$ cat config.mk
export PLATFORM = sky130hd
export DESIGN_NAME = vend_top
export DESIGN_NICKNAME = d
export VERILOG_FILES = /design/src/rtl/vend_pkg.sv /design/src/rtl/change_fifo.sv /design/src/rtl/coin_hopper.sv /design/src/rtl/vend_credit.sv /design/src/rtl/vend_top.sv
export SDC_FILE = /design/constraint.sdc
export NUM_CORES = 1
export LEC_CHECK = 0
export CORE_MARGIN = 4
export CORE_UTILIZATION = 55
export CTS_CLUSTER_SIZE = 24
export DETAILED_ROUTE_END_ITERATION = 10
export DONT_BUFFER_PORTS = 1
export PLACE_DENSITY = 0.75
export SYNTH_ARGS = -nofsm -noshare
export SYNTH_HDL_FRONTEND = slang
export SYNTH_SLANG_ARGS = --single-unit
$ cat constraint.sdc
create_clock -name clk -period 5.5 [get_ports clk]
set_input_delay 1.1 -clock clk [delete_from_list [all_inputs] [get_ports clk]]
set_output_delay 1.1 -clock clk [all_outputs]
set_load 0.02 [all_outputs]
$ cat src/rtl/vend_pkg.sv
package vend_pkg;

        typedef logic [3:0] credit_t;                   // credit and change amounts, 0..15

        typedef enum logic [1:0] {
                COIN_1 = 2'd0,                          // one unit coin
                COIN_2 = 2'd1,                          // two unit coin
                COIN_5 = 2'd2                           // five unit coin
        } coin_t;

        localparam credit_t CREDIT_MAX  = 4'd9;         // highest credit the machine holds
        localparam credit_t PRICE_WATER = 4'd7;         // price of one water

        localparam int FIFO_DEPTH = 4;                  // change queue entries
        localparam int FIFO_AW    = 2;                  // change queue pointer width
        localparam int HOPPER_GAP = 3;                  // idle cycles after each payout

        // face value of a coin code
        function automatic credit_t coin_value(input coin_t c);
                credit_t v;
                case (c)
                        COIN_1:  v = 4'd1;
                        COIN_2:  v = 4'd2;
                        COIN_5:  v = 4'd5;
                        default: v = 4'd0;              // unused code 2'b11
                endcase
                return v;
        endfunction

endpackage

$ cat src/rtl/change_fifo.sv
module change_fifo
        import vend_pkg::*;
(
        input  logic  clk,
        input  logic  rst,
        input  logic  push,                             // never while full
        input  coin_t push_coin,
        input  logic  pop,                              // never while empty
        output coin_t head_coin,                        // oldest queued coin
        output logic  full,
        output logic  empty
);

        coin_t              mem [FIFO_DEPTH];           // coin storage
        logic [FIFO_AW-1:0] wr_ptr;
        logic [FIFO_AW-1:0] rd_ptr;
        logic [FIFO_AW:0]   count;                      // occupancy 0..FIFO_DEPTH

        assign head_coin = mem[rd_ptr];
        assign full      = (count == (FIFO_AW + 1)'(FIFO_DEPTH));
        assign empty     = (count == '0);

        always_ff @(posedge clk) begin
                if (push) begin
                        mem[wr_ptr] <= push_coin;
                end
        end

        // pointers wrap at the power of two depth
        always_ff @(posedge clk or posedge rst) begin
                if (rst) begin
                        wr_ptr <= '0;
                        rd_ptr <= '0;
                        count  <= '0;
                end else begin
                        if (push) begin
                                wr_ptr <= wr_ptr + 1'b1;
                        end
                        if (pop) begin
                                rd_ptr <= rd_ptr + 1'b1;
                        end
                        case ({push, pop})
                                2'b10:   count <= count + 1'b1;
                                2'b01:   count <= count - 1'b1;
                                default: count <= count;        // both or neither
                        endcase
                end
        end

endmodule

$ cat src/rtl/coin_hopper.sv
module coin_hopper
        import vend_pkg::*;
(
        input  logic  clk,
        input  logic  rst,
        input  coin_t head_coin,                        // coin at the queue head
        input  logic  empty,
        output logic  pop,                              // take head coin this cycle
        output logic  ret1,                             // payout pulses, one hot
        output logic  ret2,
        output logic  ret5
);

        logic [$clog2(HOPPER_GAP + 1)-1:0] gap_q;      // recovery countdown

        // only pop when recovered and a coin waits
        assign pop = (gap_q == '0) && !empty;

        always_ff @(posedge clk or posedge rst) begin
                if (rst) begin
                        gap_q <= '0;
                        ret1  <= 1'b0;
                        ret2  <= 1'b0;
                        ret5  <= 1'b0;
                end else begin
                        ret1 <= pop && (head_coin == COIN_1);   // pulse a cycle after pop
                        ret2 <= pop && (head_coin == COIN_2);
                        ret5 <= pop && (head_coin == COIN_5);
                        if (pop) begin
                                gap_q <= $bits(gap_q)'(HOPPER_GAP); // next pop 4 cycles on
                        end else if (gap_q != '0) begin
                                gap_q <= gap_q - 1'b1;
                        end
                end
        end

endmodule

$ cat src/rtl/vend_credit.sv
module vend_credit
        import vend_pkg::*;
(
        input  logic    clk,
        input  logic    rst,
        input  logic    coin1_n,                        // active low coin strobes
        input  logic    coin2_n,
        input  logic    coin5_n,
        input  logic    water_n,                        // buy water
        input  logic    refund_n,                       // give all credit back
        input  logic    full,                           // change queue full
        output credit_t credit,
        output logic    vend_water,                     // one cycle pulse per sale
        output logic    busy,                           // change still being queued
        output logic    push,                           // write into change queue
        output coin_t   push_coin
);

        credit_t change_q;                              // change left to hand out
        logic    coin_in;                               // some coin strobe low
        coin_t   in_coin;                               // highest priority coin strobe
        credit_t sum;                                   // credit plus inserted coin
        credit_t push_val;                              // value of coin being queued

        // coin strobes in priority order 1, 2, 5
        always_comb begin
                coin_in = 1'b1;
                in_coin = COIN_1;
                if (!coin1_n) begin
                        in_coin = COIN_1;
                end else if (!coin2_n) begin
                        in_coin = COIN_2;
                end else if (!coin5_n) begin
                        in_coin = COIN_5;
                end else begin
                        coin_in = 1'b0;                 // no coin this cycle
                end
        end

        assign sum = credit + coin_value(in_coin);      // at most 9 + 5, fits 4 bits

        // greedy split, largest coin not above the change
        always_comb begin
                if (change_q >= coin_value(COIN_5)) begin
                        push_coin = COIN_5;
                end else if (change_q >= coin_value(COIN_2)) begin
                        push_coin = COIN_2;
                end else begin
                        push_coin = COIN_1;
                end
        end

        assign push_val = coin_value(push_coin);
        assign busy     = (change_q != '0);             // strobes locked out meanwhile
        assign push     = busy && !full;                // stall on back-pressure

        always_ff @(posedge clk or posedge rst) begin
                if (rst) begin
                        credit     <= '0;
                        change_q   <= '0;
                        vend_water <= 1'b0;
                end else begin
                        vend_water <= 1'b0;             // pulse by default low
                        if (busy) begin
                                if (push) begin
                                        change_q <= change_q - push_val; // one coin gone
                                end
                        end else if (coin_in) begin
                                if (sum > CREDIT_MAX) begin
                                        change_q <= coin_value(in_coin); // bounce the coin
                                end else begin
                                        credit <= sum;
                                end
                        end else if (!water_n) begin
                                // water beats refund, short credit makes it a no-op
                                if (credit >= PRICE_WATER) begin
                                        vend_water <= 1'b1;
                                        change_q   <= credit - PRICE_WATER;
                                        credit     <= '0;
                                end
                        end else if (!refund_n) begin
                                change_q <= credit;     // zero credit leaves change at 0
                                credit   <= '0;
                        end
                end
        end

endmodule

$ cat src/rtl/vend_top.sv
module vend_top
        import vend_pkg::*;
(
        input  logic    clk,
        input  logic    rst,
        input  logic    coin1_n,
        input  logic    coin2_n,
        input  logic    coin5_n,
        input  logic    water_n,
        input  logic    refund_n,
        output credit_t credit,
        output logic    vend_water,
        output logic    ret1,
        output logic    ret2,
        output logic    ret5,
        output logic    busy
);

        logic  push;                                    // credit keeper to queue
        coin_t push_coin;
        logic  full;
        logic  pop;                                     // hopper to queue
        coin_t head_coin;
        logic  empty;

        vend_credit i_credit (
                .clk        (clk),
                .rst        (rst),
                .coin1_n    (coin1_n),
                .coin2_n    (coin2_n),
                .coin5_n    (coin5_n),
                .water_n    (water_n),
                .refund_n   (refund_n),
                .full       (full),
                .credit     (credit),
                .vend_water (vend_water),
                .busy       (busy),
                .push       (push),
                .push_coin  (push_coin)
        );

        change_fifo i_fifo (
                .clk       (clk),
                .rst       (rst),
                .push      (push),
                .push_coin (push_coin),
                .pop       (pop),
                .head_coin (head_coin),
                .full      (full),
                .empty     (empty)
        );

        coin_hopper i_hopper (
                .clk       (clk),
                .rst       (rst),
                .head_coin (head_coin),
                .empty     (empty),
                .pop       (pop),
                .ret1      (ret1),
                .ret2      (ret2),
                .ret5      (ret5)
        );

endmodule

# After elaboration in Yosys (flattened, before gate mapping)
# Memory sizes are Yosys's and may differ from the RTL's.
# Cells that the tools add are included.
# totals
mem_bits_rw,8
input_bits,7
output_inout_bits,9
regBits,21
elab_cells,89
n_memories,1
# memory_table
name,words,word_bits,rd,rd_clocked_by_memory_dff,write_ports,line,rtl
i_fifo.mem,4,2,1,0,1,change_fifo.sv:14,coin_t mem [FIFO_DEPTH];
# op_classes
muxes,31
addsub,8
n_eq_ne,14
n_reduce_logical,20
order_cmp,4
n_bitwise,1
# ops
operator,n
4-bit 2-to-1 mux,12
3-bit case mux with 3 select lines,2
2-bit 2-to-1 mux,6
1-bit 2-to-1 mux,10
"2-bit by 1-bit == test with 1-bit output, second input constant",4
"2-bit == test, second input constant",4
"4-bit by 3-bit greater-or-equal comparator with 1-bit output, second input constant",2
2-bit logical NOT,4
4-bit AND reduction,2
4-bit nonzero test,2
"3-bit by 2-bit inequality test with 1-bit output, second input constant",2
3-bit case mux with 2 select lines,1
2-bit nonzero test,3
1-bit logical AND,5
"2-bit by 1-bit adder with 2-bit output, second input constant",2
4-bit by 3-bit adder with 4-bit output,1
"4-bit by 2-bit greater-or-equal comparator with 1-bit output, second input constant",1
"4-bit greater-than comparator, second input constant",1
"4-bit by 2-bit inequality test with 1-bit output, second input constant",1
4-bit by 3-bit subtractor with 4-bit output,1
"4-bit by 3-bit subtractor with 4-bit output, second input constant",1
"3-bit by 1-bit adder with 3-bit output, second input constant",1
"3-bit == test, second input constant",1
3-bit logical NOT,1
other kinds (7),8

# Longest topological paths before layout
# logic_depth
depth_word,10
depth_mapped,10
ltp_nobuf,10

# By module
# From an unflattened synthesis, not the netlist that was laid out.
# unflattened
cells_unflattened,162
area_unflattened_um2,1731.7
# by_module_without_submodules
mod,area_each_um2,seq_area_each_um2,instances,cells_per_inst
vend_credit,835.8,225.2,1,98
change_fifo,691.9,415.4,1,47
coin_hopper,203.9,125.1,1,17

# Worst setup path before layout
# OpenSTA, ideal clock, no wires.
# synth_timing
kind,input-to-reg
start,input coin2_n
end,register i_credit.credit[3]
path_slack_ns,2.694
path_buffers,0
required_time_ns,5.434
setup_time_ns,0.066
arrival_time_ns,2.739
stages,8
cell_sequence,nand2b_1 ha_1 fa_1 xor2_1 o21a_1 a2111oi_2 or2_1 a22o_1
# synth_between
elab_chain_len,8
elab_cells_between_ends,16
classes_between,add/sub: 1; order compare: 1; eq/ne: 4; mux: 7; reduce/logical: 3
# synth_lines
item,line,rtl
from (decl),vend_top.sv:7,"input logic coin2_n,"
2-bit 2-to-1 mux,vend_credit.sv:31,end else if (!coin2_n) begin
2-bit 2-to-1 mux,vend_credit.sv:29,if (!coin1_n) begin
"2-bit == test, or another cell as far along",vend_pkg.sv:21,case (c)
3-bit case mux with 3 select lines,vend_pkg.sv:21,
4-bit by 3-bit adder with 4-bit output,vend_credit.sv:40,assign sum = credit + coin_value(in_coin);
4-bit greater-than comparator,vend_credit.sv:69,if (sum > CREDIT_MAX) begin
2-bit inequality test (no line),--,
4-bit AND reduction (no line),--,
to (signal assigned),vend_credit.sv:72,credit <= sum;
to (decl),vend_credit.sv:12,"output credit_t credit,"
# Parallel ways exist; a longest one is shown, timed or not. The select of a mux whose other input is x is not followed.
# A chain may end at the register's enable or synchronous reset.

# Worst setup path after layout
# layout_timing
start,input coin2_n
end,register i_credit.change_q[1]
# layout_between
elab_chain_len,8
elab_cells_between_ends,17
classes_between,add/sub: 1; order compare: 1; eq/ne: 4; mux: 8; reduce/logical: 3
# layout_lines
item,line,rtl
2-bit 2-to-1 mux,vend_credit.sv:31,
2-bit 2-to-1 mux,vend_credit.sv:29,
"2-bit == test, or another cell as far along",vend_pkg.sv:21,
3-bit case mux with 3 select lines,vend_pkg.sv:21,
4-bit by 3-bit adder with 4-bit output,vend_credit.sv:40,
4-bit greater-than comparator,vend_credit.sv:69,
3-bit by 2-bit inequality test with 1-bit output (no line),--,
4-bit AND reduction (no line),--,
to (signal assigned),vend_credit.sv:66,change_q <= change_q - push_val;
to (signal assigned),vend_credit.sv:70,change_q <= coin_value(in_coin);
to (signal assigned),vend_credit.sv:78,change_q <= credit - PRICE_WATER;
to (decl),vend_credit.sv:19,credit_t change_q;
# Parallel ways exist; a longest one is shown, timed or not. The select of a mux whose other input is x is not followed.

==> results.tsv <==
metric	value	unit
Rows	20	
Num Clock Sinks	29	
Tightest Hold Check Type	flop to flop	
io pins	16	
area grow syn2layout	5.17	%
pre-CTS setup slack	2.56	ns
Die Footprint	4130	um^2
crit-path cells	nand2b_1, ha_1, fa_1, xor2_1, o21a_1, o21ai_2, a31o_1, mux2i_1	
mean area per synthesized cell	11.4	um^2
Fmax	0.382	GHz
Setup crit start kind	input port	
Total Neg Setup Slack	0	ns
Worst path max stage delay	0.38	ns
Worst Skew	0.00323	ns
most common cell after layout, fill and taps aside	dfrtp_1	
status	completed	
register area	766	um^2
Reg2Reg Depth	10	
Worst Hold End	i_fifo.count[2]$_DFFE_PP0P_	
worst r2r dst	i_fifo.count[2]$_DFFE_PP0P_	
initial antenna violation count	0	
cts hold-fix bufs	0	
Buffers on Ports	0	
layout cells sized above 1	17.6	%
fill count	274	
WL/cell	15.5	um
first drt pass iteration count	4	
CTS max path bufs	2	
Worst Path Max Fanout	6	
gr usage total	17.4	%
number of distinct library cells after synthesis	45	
Via Count	1138	
vias per cell	5.61	
CP delay by family, top	adder cells	
Req. time, crit path	5.70	ns
Crit path arrival time	2.82	ns
Reg2Reg Setup Slack	3.01	ns
Yosys top cell by area	dfrtp_1	
final hold vios	0	
synthesized instance count	153	
Die Wd	64.3	um
core area	3050	um^2
Post-synth EDFFs	8	
area post-placement	1780	um^2
maximum vdd drop	0.291	mV
GP Congestion	0.859	
Async SR Flop Fraction	72.4	%
Slowest cell on crit path	fa_1	
leak pwr	0.825	nW
Hold Path Cell Cnt	1	
power density cells	649	nW/um^2
total of max-cap violations	0	
Clk pin slew, worst setup/hold paths	0.09	ns
vias in the first global route	1178	
global-route wire length before repair	5430	um
Rel. slew slack	45.4	%
crit path buf inv count	0	
Starting DRT DRC Count	56	
Detail Route Antenna Nets	0	
crit path kind	input port to flop	
setup slack after layout	2.89	ns
cts repair resizes	0	
cell area after synthesis	1740	um^2
minimum clock period	2.61	ns
largest net degree at the start of global routing	22	
Multi-input gate area	891	um^2
TritonCTS clock tree	yes	
most frequent cells in the layout	dfrtp_1 (21), inv_1 (17), ha_1 (13)	
wirelength, routed	3140	um
RR Startpoint	i_credit.change_q[1]$_DFFE_PP0P_	
sequential area share after synthesis	44.0	%
RSZ-0062 raised after global routing	no	
#FFs+latches synth	29	
Final nets	181	
Post-CTS Setup Bufs	0	
DRC	0	
post-layout util	60.0	%
GRT Residual Overflow	0	
crit path capture type	flop	
period utilization	47.5	%
Post-synth top flop	dfrtp_1	
worst min-delay path startpoint	i_fifo.count[2]$_DFFE_PP0P_	
Inserted Diodes	0	
Final setup viols	0	
H-Tree Depth	2	
Initial Utilization	57.0	%
Synth top area share	30.2	%
later-pin clock latency in the skew report	0.32	ns
yosys warns	0	
Synth area leaders	dfrtp_1 (30%), edfxtp_1 (14%), ha_1 (9.3%)	
clk root buf	clkbuf_4	
worst-margin pin slew	0.817	ns
cts bufs inserted	5	
DP Wirelength	2420	um
Mapped Nets	176	
Die Y	64.3	um
Final Cell Area	1830	um^2
Slew Limit Fails	0	
## per-stage QoR
step | total power, mW | cells | hold WS (ns)
floorplan | 0.943 | 153 | 0.476
global placement | 1.03 | 195 | 0.502
detailed placement | 1.08 | 195 | 0.517
CTS | 1.20 | 203 | 0.535
global route | 1.31 | 203 | 0.550
finish | 1.19 | 203 | 0.531
## power breakdown
group	switching [mW]	internal, mW
Sequential	0.110	0.341
Combinational	0.328	0.293
Clock	0.0707	0.0461
Total	0.509	0.680
## layout make-up
| class | instances | share of cell area, % |
|---|---|---|
| tap | 44 | 3.01 |
| sequential | 29 | 41.8 |
| clock inverter | 3 | 0.683 |
| clock buffer | 5 | 2.05 |
| multi-input combinational | 104 | 48.6 |
| inverter | 18 | 3.83 |
## cells in the mapped netlist, drive strengths merged, types with 2 or more instances
library cell and count:
a21bo 3, a21oi 7, a22o 2, a31oi 2, and3 5, dfrtp 21
edfxtp 8, fa 3, ha 13, inv 18, mux2 2, mux2i 5
mux4 2, nand2 7, nand2b 4, nand3 3, nand4 3, nor2 8
nor3 2, nor3b 2, o21ai 6, or2 2, xnor2 8, xor2 3
## worst max-delay path by stage
stage	startpoint	to	slack (ns)	depth (start not counted)
2_1_floorplan	coin2_n	i_credit.credit[3]$_DFFE_PP0P_	2.69	8
3_3_place_gp	coin2_n	i_credit.change_q[1]$_DFFE_PP0P_	2.63	8
3_5_place_dp	coin2_n	i_credit.change_q[2]$_DFFE_PP0P_	2.56	8
4_1_cts	i_credit.change_q[1]$_DFFE_PP0P_	busy	2.88	3
5_1_grt	coin2_n	i_credit.change_q[1]$_DFFE_PP0P_	2.80	8
6_report	coin2_n	i_credit.change_q[1]$_DFFE_PP0P_	2.89	8
## layer usage
layer / up-vias / track usage, % / share of wire (%)
li1: 546 / - / -
met1: 555 / 20.7 / 42
met2: 33 / 28.9 / 51
met3: 4 / 6.50 / 4.7
met4: 0 / 6.33 / 1.4
met5: - / 0 / 0
## registers in the layout, indices dropped and copies added (netlist names)
register	count
i_hopper.ret1	1
i_fifo.wr_ptr	2
i_hopper.ret5	1
i_fifo.mem	8
i_fifo.count	3
i_credit.credit	4
i_credit.vend_water	1
i_hopper.gap_q	2
i_fifo.rd_ptr	2
i_credit.change_q	4
i_hopper.ret2	1
## kinds of logic after synthesis
kind of cell / Yosys count / synth area share, %
AO/OA/AOI/OAI: 28 / 11.6
XOR/XNOR: 11 / 5.53
adder cells (fa/ha/maj): 16 / 12.8
buffers and inverters: 20 / 4.88
flip-flops: 29 / 44.0
multiplexers: 9 / 6.75
AND/OR/NAND/NOR: 40 / 14.4
## worst reg2reg max path: stages, from the launching register on
cell     delay (ns)
dfrtp_1        0.42
or3_4          0.44
nor2_8         0.21
nor2_1         0.14
inv_1          0.11
ha_1           0.19
inv_1          0.06
fa_1           0.38
xor2_1         0.16
nor2_1         0.13
xor2_1         0.18
No activity file was read; power rests on OpenSTA's default activity.
